--- config.mk ---
export PLATFORM = sky130hd
export DESIGN_NAME = rvseed_core_top
export DESIGN_NICKNAME = d
export VERILOG_FILES = /design/src/rtl/rvseed_pkg.sv /design/src/rtl/reg_file.sv /design/src/rtl/inst_decoder.sv /design/src/rtl/id_ex_regs.sv /design/src/rtl/exec_alu.sv /design/src/rtl/rvseed_core_top.sv
export SDC_FILE = /design/constraint.sdc
export NUM_CORES = 2
export LEC_CHECK = 0
export BUFFER_PORTS_ARGS = -buffer_cell sky130_fd_sc_hd__buf_2
export CAP_MARGIN = 10
export CORE_ASPECT_RATIO = 1.5
export CORE_UTILIZATION = 45
export CTS_CLUSTER_DIAMETER = 30
export DETAILED_ROUTE_END_ITERATION = 7
export HOLD_SLACK_MARGIN = 0.1
export SETUP_SLACK_MARGIN = 0.15
export SLEW_MARGIN = 20
export SYNTH_ARGS = -nofsm -noshare
export SYNTH_HDL_FRONTEND = slang
export SYNTH_SLANG_ARGS = --single-unit
--- constraint.sdc ---
create_clock -name clk -period 4.85 [get_ports clk]
set_input_delay 0.2425 -clock clk [delete_from_list [all_inputs] [get_ports clk]]
set_output_delay 0.2425 -clock clk [all_outputs]
set_load 0.005 [all_outputs]
--- src/rtl/rvseed_pkg.sv ---
`default_nettype none

package rvseed_pkg;

    localparam int XLEN           = 64;
    localparam int INST_WIDTH     = 32;
    localparam int REG_ADDR_WIDTH = 5;
    localparam int SHAMT_WIDTH    = 6;                     // rv64 shifts use 6 bits

    localparam logic [XLEN-1:0] RESET_PC = 64'h0000_0000_8000_0000;

    // major opcodes
    localparam logic [6:0] OP_REG    = 7'b0110011;
    localparam logic [6:0] OP_IMM    = 7'b0010011;
    localparam logic [6:0] OP_LUI    = 7'b0110111;
    localparam logic [6:0] OP_AUIPC  = 7'b0010111;
    localparam logic [6:0] OP_SYSTEM = 7'b1110011;

    // funct3 / funct7 fields
    localparam logic [2:0] F3_ADD_SUB = 3'b000;
    localparam logic [2:0] F3_SLL     = 3'b001;
    localparam logic [2:0] F3_SLT     = 3'b010;
    localparam logic [2:0] F3_SLTU    = 3'b011;
    localparam logic [2:0] F3_XOR     = 3'b100;
    localparam logic [2:0] F3_SR      = 3'b101;          // srl / sra
    localparam logic [2:0] F3_OR      = 3'b110;
    localparam logic [2:0] F3_AND     = 3'b111;

    localparam logic [6:0] F7_BASE = 7'b0000000;
    localparam logic [6:0] F7_ALT  = 7'b0100000;         // sub / sra

    localparam logic [INST_WIDTH-1:0] EBREAK_INST = 32'h0010_0073;

    typedef enum logic [3:0] {
        ALU_ADD    = 4'd0,                               // also the reset value
        ALU_SUB    = 4'd1,
        ALU_AND    = 4'd2,
        ALU_OR     = 4'd3,
        ALU_XOR    = 4'd4,
        ALU_SLL    = 4'd5,
        ALU_SRL    = 4'd6,
        ALU_SRA    = 4'd7,
        ALU_SLT    = 4'd8,
        ALU_SLTU   = 4'd9,
        ALU_PASS_B = 4'd10                               // lui
    } alu_op_e;

endpackage

`default_nettype wire

--- src/rtl/reg_file.sv ---
`timescale 1ns/1ps
`default_nettype none

module reg_file import rvseed_pkg::*; (
    input  wire logic                      clk,
    input  wire logic                      rst_n,
    input  wire logic [REG_ADDR_WIDTH-1:0] raddr1_i,
    input  wire logic [REG_ADDR_WIDTH-1:0] raddr2_i,
    input  wire logic [REG_ADDR_WIDTH-1:0] waddr_i,
    input  wire logic [XLEN-1:0]           wdata_i,
    input  wire logic                      wen_i,
    output logic      [XLEN-1:0]           rdata1_o,
    output logic      [XLEN-1:0]           rdata2_o
);

    localparam int NUM_REGS = 2 ** REG_ADDR_WIDTH;

    logic [XLEN-1:0] regs [NUM_REGS];
    logic            wr_live;

    assign wr_live = wen_i && (waddr_i != '0);           // x0 never written

    always_ff @(posedge clk or negedge rst_n) begin
        if (!rst_n) begin
            for (int i = 0; i < NUM_REGS; i++) begin
                regs[i] <= '0;
            end
        end else if (wr_live) begin
            regs[waddr_i] <= wdata_i;
        end
    end

    // write-first reads so a result on the write port is seen the same cycle
    assign rdata1_o = (wr_live && waddr_i == raddr1_i) ? wdata_i : regs[raddr1_i];
    assign rdata2_o = (wr_live && waddr_i == raddr2_i) ? wdata_i : regs[raddr2_i];

endmodule

`default_nettype wire

--- src/rtl/inst_decoder.sv ---
`timescale 1ns/1ps
`default_nettype none

module inst_decoder import rvseed_pkg::*; (
    input  wire logic                      clk,
    input  wire logic                      rst_n,
    input  wire logic                      inst_req_i,
    input  wire logic [INST_WIDTH-1:0]     inst_i,
    input  wire logic [XLEN-1:0]           rdata1_i,
    input  wire logic [XLEN-1:0]           rdata2_i,
    output logic                           inst_ack_o,
    output logic      [REG_ADDR_WIDTH-1:0] raddr1_o,
    output logic      [REG_ADDR_WIDTH-1:0] raddr2_o,
    output logic                           valid_o,
    output alu_op_e                        alu_op_o,
    output logic      [XLEN-1:0]           alu_src1_o,
    output logic      [XLEN-1:0]           alu_src2_o,
    output logic                           reg_wen_o,
    output logic      [REG_ADDR_WIDTH-1:0] reg_waddr_o,
    output logic                           ebreak_o,
    output logic                           illegal_o
);

    logic [XLEN-1:0] pc_q;
    logic [6:0]      opcode;
    logic [2:0]      funct3;
    logic [6:0]      funct7;
    logic [XLEN-1:0] imm_i;
    logic [XLEN-1:0] imm_u;

    assign valid_o = inst_req_i && !inst_ack_o;          // capture strobe

    // four-phase handshake and pc
    always_ff @(posedge clk or negedge rst_n) begin
        if (!rst_n) begin
            inst_ack_o <= 1'b0;
            pc_q       <= RESET_PC;
        end else if (valid_o) begin
            inst_ack_o <= 1'b1;
            pc_q       <= pc_q + XLEN'(4);
        end else if (!inst_req_i) begin
            inst_ack_o <= 1'b0;
        end
    end

    assign opcode      = inst_i[6:0];
    assign funct3      = inst_i[14:12];
    assign funct7      = inst_i[31:25];
    assign reg_waddr_o = inst_i[11:7];
    assign raddr1_o    = inst_i[19:15];
    assign raddr2_o    = inst_i[24:20];

    assign imm_i = {{(XLEN-12){inst_i[31]}}, inst_i[31:20]};
    assign imm_u = {{(XLEN-32){inst_i[31]}}, inst_i[31:12], 12'h000};

    always_comb begin
        alu_op_o   = ALU_ADD;
        alu_src1_o = rdata1_i;
        alu_src2_o = rdata2_i;
        reg_wen_o  = 1'b0;
        ebreak_o   = 1'b0;
        illegal_o  = 1'b0;
        case (opcode)
            OP_REG: begin
                reg_wen_o = 1'b1;
                case (funct3)
                    F3_ADD_SUB: alu_op_o = funct7[5] ? ALU_SUB : ALU_ADD;
                    F3_SLL:     alu_op_o = ALU_SLL;
                    F3_SLT:     alu_op_o = ALU_SLT;
                    F3_SLTU:    alu_op_o = ALU_SLTU;
                    F3_XOR:     alu_op_o = ALU_XOR;
                    F3_SR:      alu_op_o = funct7[5] ? ALU_SRA : ALU_SRL;
                    F3_OR:      alu_op_o = ALU_OR;
                    F3_AND:     alu_op_o = ALU_AND;
                    default:    alu_op_o = ALU_ADD;
                endcase
                // alt funct7 only exists for sub and sra
                if (!(funct7 == F7_BASE ||
                      (funct7 == F7_ALT && (funct3 == F3_ADD_SUB || funct3 == F3_SR)))) begin
                    reg_wen_o = 1'b0;
                    illegal_o = 1'b1;
                end
            end
            OP_IMM: begin
                alu_src2_o = imm_i;
                reg_wen_o  = 1'b1;
                case (funct3)
                    F3_ADD_SUB: alu_op_o = ALU_ADD;
                    F3_SLT:     alu_op_o = ALU_SLT;
                    F3_XOR:     alu_op_o = ALU_XOR;
                    F3_OR:      alu_op_o = ALU_OR;
                    F3_AND:     alu_op_o = ALU_AND;
                    default: begin                       // shifts-imm, sltiu not supported
                        reg_wen_o = 1'b0;
                        illegal_o = 1'b1;
                    end
                endcase
            end
            OP_LUI: begin
                alu_op_o   = ALU_PASS_B;
                alu_src2_o = imm_u;
                reg_wen_o  = 1'b1;
            end
            OP_AUIPC: begin
                alu_src1_o = pc_q;
                alu_src2_o = imm_u;
                reg_wen_o  = 1'b1;
            end
            OP_SYSTEM: begin
                ebreak_o  = (inst_i == EBREAK_INST);
                illegal_o = (inst_i != EBREAK_INST);
            end
            default: illegal_o = 1'b1;
        endcase
    end

endmodule

`default_nettype wire

--- src/rtl/id_ex_regs.sv ---
`timescale 1ns/1ps
`default_nettype none

module id_ex_regs import rvseed_pkg::*; (
    input  wire logic                      clk,
    input  wire logic                      rst_n,
    input  wire logic                      valid_i,
    input  alu_op_e                        alu_op_i,
    input  wire logic [XLEN-1:0]           alu_src1_i,
    input  wire logic [XLEN-1:0]           alu_src2_i,
    input  wire logic                      reg_wen_i,
    input  wire logic [REG_ADDR_WIDTH-1:0] reg_waddr_i,
    input  wire logic                      ebreak_i,
    input  wire logic                      illegal_i,
    output logic                           valid_o,
    output alu_op_e                        alu_op_o,
    output logic      [XLEN-1:0]           alu_src1_o,
    output logic      [XLEN-1:0]           alu_src2_o,
    output logic                           reg_wen_o,
    output logic      [REG_ADDR_WIDTH-1:0] reg_waddr_o,
    output logic                           ebreak_o,
    output logic                           illegal_o
);

    always_ff @(posedge clk or negedge rst_n) begin
        if (!rst_n) begin
            valid_o     <= 1'b0;
            alu_op_o    <= ALU_ADD;
            alu_src1_o  <= '0;
            alu_src2_o  <= '0;
            reg_wen_o   <= 1'b0;
            reg_waddr_o <= '0;
            ebreak_o    <= 1'b0;
            illegal_o   <= 1'b0;
        end else begin
            valid_o <= valid_i;                          // one-cycle slot so stale fields never replay
            if (valid_i) begin
                alu_op_o    <= alu_op_i;
                alu_src1_o  <= alu_src1_i;
                alu_src2_o  <= alu_src2_i;
                reg_wen_o   <= reg_wen_i;
                reg_waddr_o <= reg_waddr_i;
                ebreak_o    <= ebreak_i;
                illegal_o   <= illegal_i;
            end
        end
    end

endmodule

`default_nettype wire

--- src/rtl/exec_alu.sv ---
`timescale 1ns/1ps
`default_nettype none

module exec_alu import rvseed_pkg::*; (
    input  wire logic                      clk,
    input  wire logic                      rst_n,
    input  wire logic                      valid_i,
    input  alu_op_e                        alu_op_i,
    input  wire logic [XLEN-1:0]           src1_i,
    input  wire logic [XLEN-1:0]           src2_i,
    input  wire logic                      reg_wen_i,
    input  wire logic [REG_ADDR_WIDTH-1:0] reg_waddr_i,
    input  wire logic                      ebreak_i,
    input  wire logic                      illegal_i,
    output logic                           wb_valid_o,
    output logic      [REG_ADDR_WIDTH-1:0] wb_addr_o,
    output logic      [XLEN-1:0]           wb_data_o,
    output logic                           ebreak_o,
    output logic                           illegal_o
);

    logic [SHAMT_WIDTH-1:0] shamt;
    logic [XLEN-1:0]        result;
    logic                   lt_signed;
    logic                   lt_unsigned;

    assign shamt       = src2_i[SHAMT_WIDTH-1:0];
    assign lt_signed   = $signed(src1_i) < $signed(src2_i);
    assign lt_unsigned = src1_i < src2_i;

    always_comb begin
        case (alu_op_i)
            ALU_ADD:    result = src1_i + src2_i;
            ALU_SUB:    result = src1_i - src2_i;
            ALU_AND:    result = src1_i & src2_i;
            ALU_OR:     result = src1_i | src2_i;
            ALU_XOR:    result = src1_i ^ src2_i;
            ALU_SLL:    result = src1_i << shamt;
            ALU_SRL:    result = src1_i >> shamt;
            ALU_SRA:    result = $unsigned($signed(src1_i) >>> shamt);
            ALU_SLT:    result = {{(XLEN-1){1'b0}}, lt_signed};
            ALU_SLTU:   result = {{(XLEN-1){1'b0}}, lt_unsigned};
            ALU_PASS_B: result = src2_i;
            default:    result = '0;
        endcase
    end

    // strobes pulse one cycle per executed instruction
    always_ff @(posedge clk or negedge rst_n) begin
        if (!rst_n) begin
            wb_valid_o <= 1'b0;
            ebreak_o   <= 1'b0;
            illegal_o  <= 1'b0;
        end else begin
            wb_valid_o <= valid_i && reg_wen_i;
            ebreak_o   <= valid_i && ebreak_i;
            illegal_o  <= valid_i && illegal_i;
        end
    end

    always_ff @(posedge clk) begin
        if (valid_i) begin
            wb_addr_o <= reg_waddr_i;
            wb_data_o <= result;
        end
    end

endmodule

`default_nettype wire

--- src/rtl/rvseed_core_top.sv ---
`timescale 1ns/1ps
`default_nettype none

module rvseed_core_top import rvseed_pkg::*; (
    input  wire logic                      clk,
    input  wire logic                      rst_n,
    input  wire logic                      inst_req_i,
    input  wire logic [INST_WIDTH-1:0]     inst_i,
    output logic                           inst_ack_o,
    output logic                           wb_valid_o,
    output logic      [REG_ADDR_WIDTH-1:0] wb_addr_o,
    output logic      [XLEN-1:0]           wb_data_o,
    output logic                           ebreak_o,
    output logic                           illegal_o
);

    logic [REG_ADDR_WIDTH-1:0] raddr1;
    logic [REG_ADDR_WIDTH-1:0] raddr2;
    logic [XLEN-1:0]           rdata1;
    logic [XLEN-1:0]           rdata2;

    // decode stage
    logic                      id_valid;
    alu_op_e                   id_alu_op;
    logic [XLEN-1:0]           id_src1;
    logic [XLEN-1:0]           id_src2;
    logic                      id_reg_wen;
    logic [REG_ADDR_WIDTH-1:0] id_reg_waddr;
    logic                      id_ebreak;
    logic                      id_illegal;

    // execute stage
    logic                      ex_valid;
    alu_op_e                   ex_alu_op;
    logic [XLEN-1:0]           ex_src1;
    logic [XLEN-1:0]           ex_src2;
    logic                      ex_reg_wen;
    logic [REG_ADDR_WIDTH-1:0] ex_reg_waddr;
    logic                      ex_ebreak;
    logic                      ex_illegal;

    reg_file i_reg_file (
        .clk      (clk),
        .rst_n    (rst_n),
        .raddr1_i (raddr1),
        .raddr2_i (raddr2),
        .waddr_i  (wb_addr_o),                           // writeback from exec
        .wdata_i  (wb_data_o),
        .wen_i    (wb_valid_o),
        .rdata1_o (rdata1),
        .rdata2_o (rdata2)
    );

    inst_decoder i_inst_decoder (
        .clk         (clk),
        .rst_n       (rst_n),
        .inst_req_i  (inst_req_i),
        .inst_i      (inst_i),
        .rdata1_i    (rdata1),
        .rdata2_i    (rdata2),
        .inst_ack_o  (inst_ack_o),
        .raddr1_o    (raddr1),
        .raddr2_o    (raddr2),
        .valid_o     (id_valid),
        .alu_op_o    (id_alu_op),
        .alu_src1_o  (id_src1),
        .alu_src2_o  (id_src2),
        .reg_wen_o   (id_reg_wen),
        .reg_waddr_o (id_reg_waddr),
        .ebreak_o    (id_ebreak),
        .illegal_o   (id_illegal)
    );

    id_ex_regs i_id_ex_regs (
        .clk         (clk),
        .rst_n       (rst_n),
        .valid_i     (id_valid),
        .alu_op_i    (id_alu_op),
        .alu_src1_i  (id_src1),
        .alu_src2_i  (id_src2),
        .reg_wen_i   (id_reg_wen),
        .reg_waddr_i (id_reg_waddr),
        .ebreak_i    (id_ebreak),
        .illegal_i   (id_illegal),
        .valid_o     (ex_valid),
        .alu_op_o    (ex_alu_op),
        .alu_src1_o  (ex_src1),
        .alu_src2_o  (ex_src2),
        .reg_wen_o   (ex_reg_wen),
        .reg_waddr_o (ex_reg_waddr),
        .ebreak_o    (ex_ebreak),
        .illegal_o   (ex_illegal)
    );

    exec_alu i_exec_alu (
        .clk         (clk),
        .rst_n       (rst_n),
        .valid_i     (ex_valid),
        .alu_op_i    (ex_alu_op),
        .src1_i      (ex_src1),
        .src2_i      (ex_src2),
        .reg_wen_i   (ex_reg_wen),
        .reg_waddr_i (ex_reg_waddr),
        .ebreak_i    (ex_ebreak),
        .illegal_i   (ex_illegal),
        .wb_valid_o  (wb_valid_o),
        .wb_addr_o   (wb_addr_o),
        .wb_data_o   (wb_data_o),
        .ebreak_o    (ebreak_o),
        .illegal_o   (illegal_o)
    );

endmodule

`default_nettype wire

==> metrics <==
outcome=complete, no violations; GRT Residual Overflow=0; combinational share of power=slightly below 9%; CTS tree=done; async set-reset flop share out of synthesis=97.0%; CTS buffer count=434; CP Data Arrival Time=5.28 ns; Yosys reg bits=2324; Ports=108; 1st-pass router iterations=6; maximum fanout along the worst path=15; Hold WC Path Type=in2reg; Max Root-Sink Buffers=4; Mapped Nets=between 10000 and 15000; final hold violations=0; Synth Area in XOR/XNOR=0.790%; Residual DRC=0; Filler cells=~26000; Port-buffer cells=roughly 110; CTS clk-pin slew, worst paths=0.05 ns; Final Wtd Congestion=1.05; layout cells sized above 1=45.6%; Reg area=58500 µm²; max_cap viols=0; cell area after placement=146000 µm²; initial antenna violation count=29; Crit Path Category=reg2reg; power density cells=355 nW/µm²; Synth top cells by count=2254 x dfrtp_1, 2012 x mux2_2, 1372 x mux4_2; first-pass GRT wire length=781000 µm; min Tclk post-route=4.59 ns; Int Pwr=42.8 mW; Routed Antenna Nets=0; clock latency on the worst-skew pair=0.97 ns; Post-synth EDFFs=slightly below 70; Placeable Area=307000 µm²; drt total wl=545000 µm; largest net degree at the start of global routing=168; Primary FF master, synth=dfrtp_1; leakage power=72.4 nW; Tot Pwr=57.6 mW; synthesized instance count=roughly 10000; Switching Fraction=25.7%; Pins Over Slew Limit=0; CP max stage cell=o311ai_0; Clock Sinks=2324; Die H=slightly below 700 µm; multi-input logic area=75300 µm²; Yosys top cell area share=40.7%; fin crit share=94.7%; Synth Area in Adders=1.78%; GRT Total Usage=35.3%; leading area contributor after synthesis=dfrtp_1; post-synth cell types=98; post-cts sizing count=0; setup TNS=0 ns; P&R area growth vs syn=17.2%; Least-Margin Pin Slew=1.46 ns; required time of the critical path=between 5 and 6 ns; RSZ-0062 raised after global routing=no; hold buffer count at CTS=39; crit path cell chain=inv_1 -> ha_1 -> nor2b_1 -> o221ai_1 -> a21oi_1 -> o311ai_0 -> a211oi_2 -> o31ai_2 -> o21ai_2 -> a221oi_2 -> o2111a_1 -> o32ai_2; post-synthesis mux area share=40.6%; DR vias/cell=around 6.7; row count=249; Final Skew=0.0811 ns; die area=between 300000 and 400000 µm²; max incr delay on CP=0.87 ns; Synth Warn #=0; Final Setup Violations=0; Vias=99777; htree depth=5; Detail Placement HPWL=between 300000 and 400000 µm; Finished Cell Area=162000 µm²; count leader, synth=dfrtp_1; simple logic cell fraction of the synthesized area=4.28%; vias in the first global route=103532; post-synthesis compound-gate area fraction=around 6.7%; Mean Syn Cell Area=roughly 13 µm²; CTS root buffer=clkbuf_16; largest family of logic cells by synthesized area=multiplexers; Starting Density=between 40% and 50%; synthesized area=139000 µm²; HP Start=inst_i[23]; r2r startpoint=i_id_ex_regs.alu_src2_o[14]; wire per inst=36.7 µm; headroom to the max-slew limit=1.88%; fmax=around 220 MHz; worst ir drop on vdd=between 0.2 and 0.3 mV; sequential power share=roughly a third; crit end category=register; CP Launch Type=register; sequential fraction of the synthesis area=42.2%; Crit. Startpoint=i_id_ex_regs.alu_src2_o[14]; Clock power frac=56.4%; Final #Nets=roughly 11000; Horiz. Die Dim=455 µm; P_sw=around 15 mW; Synth area leaders=dfrtp_1 41%, mux4_2 22%, mux2_2 16%; Post-CTS Setup Inserts=0; DRT iter0 DRCs=approximately 10000
==> routing by layer <==
metal,routed length [µm],global-route usage (%)
met4,35800,19.7
met2,259000,56.1
met3,42300,6.70
met5,64,0
met1,208000,45.3
==> sequential cells by signal, summed over array words and instances (netlist names), 4 cells and up <==
name,flops
i_id_ex_regs.alu_src2_o,64
i_reg_file.regs,2048
i_inst_decoder.pc_q,62
i_exec_alu.wb_data_o,64
i_id_ex_regs.alu_op_o,4
i_id_ex_regs.alu_src1_o,64
i_id_ex_regs.reg_waddr_o,5
i_exec_alu.wb_addr_o,5
==> power by group through the flow <==
stage	clock network, mW	registers [mW]	logic (mW)
after floorplan	0	20.3	2.87
after global placement	0	20.4	4.82
after detailed placement	0	20.5	4.87
after CTS	32.9	20.1	4.92
after global routing	33.8	20.1	5.32
final	32.5	20.1	5.04
==> critical path, delay by kind of cell (launching register included) <==
| kind | cells | cell delay, ns |
|---|---|---|
| and+or+nand+nor | 1 | 0.16 |
| adders and majority gates | 1 | 0.65 |
| buffers and inverters | 1 | 0.09 |
| AOI/OAI and AO/OA | 9 | 3.06 |
| DFF | 1 | 0.37 |
==> cell type report <==
| cell class | count | share of cell area (%) |
|---|---|---|
| Clock inverter | 268 | 2.32 |
| Inverter | 202 | 0.471 |
| Antenna cell | 13 | 0.0200 |
| Multi-Input combinational cell | 6764 | 46.4 |
| Sequential cell | 2324 | 36.0 |
| Timing Repair Buffer | 707 | 4.30 |
| Clock buffer | 540 | 7.39 |
| Tap cell | 4016 | 3.09 |
==> cells in the final DEF, fill, tap and decap left out, types with 82 or more instances in the layout <==
cell       netlist  routed
o21ai_0        358     354
nor2_1         561     539
mux2_2        2012    2012
buf_4           11     414
buf_2           85      97
clkbuf_16        0     438
a221oi_1        82      82
buf_12           1     122
mux4_2        1372    1372
inv_1          195     194
a21oi_1        421     421
ha_1           194     194
a211oi_1       134     134
mux2i_1        267     267
dfrtp_1       2254    2246
nand2_1        405     396
xnor2_1         93      93
==> logic make-up after synthesis <==
kind of cell	after synthesis
compound gates	1438
flops	2324
xor+xnor	125
fa+ha+maj	196
simple gates	1354
mux	3651
buf+inv	1280
==> per-stage QoR <==
step	std cells	hold slack (ns)	worst slack [ns]	util, %
detailed placement	13956	0.282	0.411	47.6
CTS	14803	0.117	0.364	52.9
floorplan	10368	-0.0531	0.312	-
finish	14834	0.146	0.256	53.0
global route	14822	0.163	0.163	53.0
global placement	13947	0.265	0.0153	47.5
==> final timing paths <==
check | endpoint | slack [ns] | cells past startpoint
setup / recovery | i_exec_alu.wb_data_o[61] | 0.26 | 12
hold / removal | i_id_ex_regs.alu_src2_o[3] | 0.15 | 3
setup reg to reg | i_exec_alu.wb_data_o[61] | 0.26 | 12
hold reg to reg | i_reg_file.regs[2046] | 0.39 | 0
max in group asynchronous | i_reg_file.regs[1444] | 3.06 | 5
min in group asynchronous | i_reg_file.regs[122] | 0.66 | 4
No activity file was read; power rests on OpenSTA's default activity.
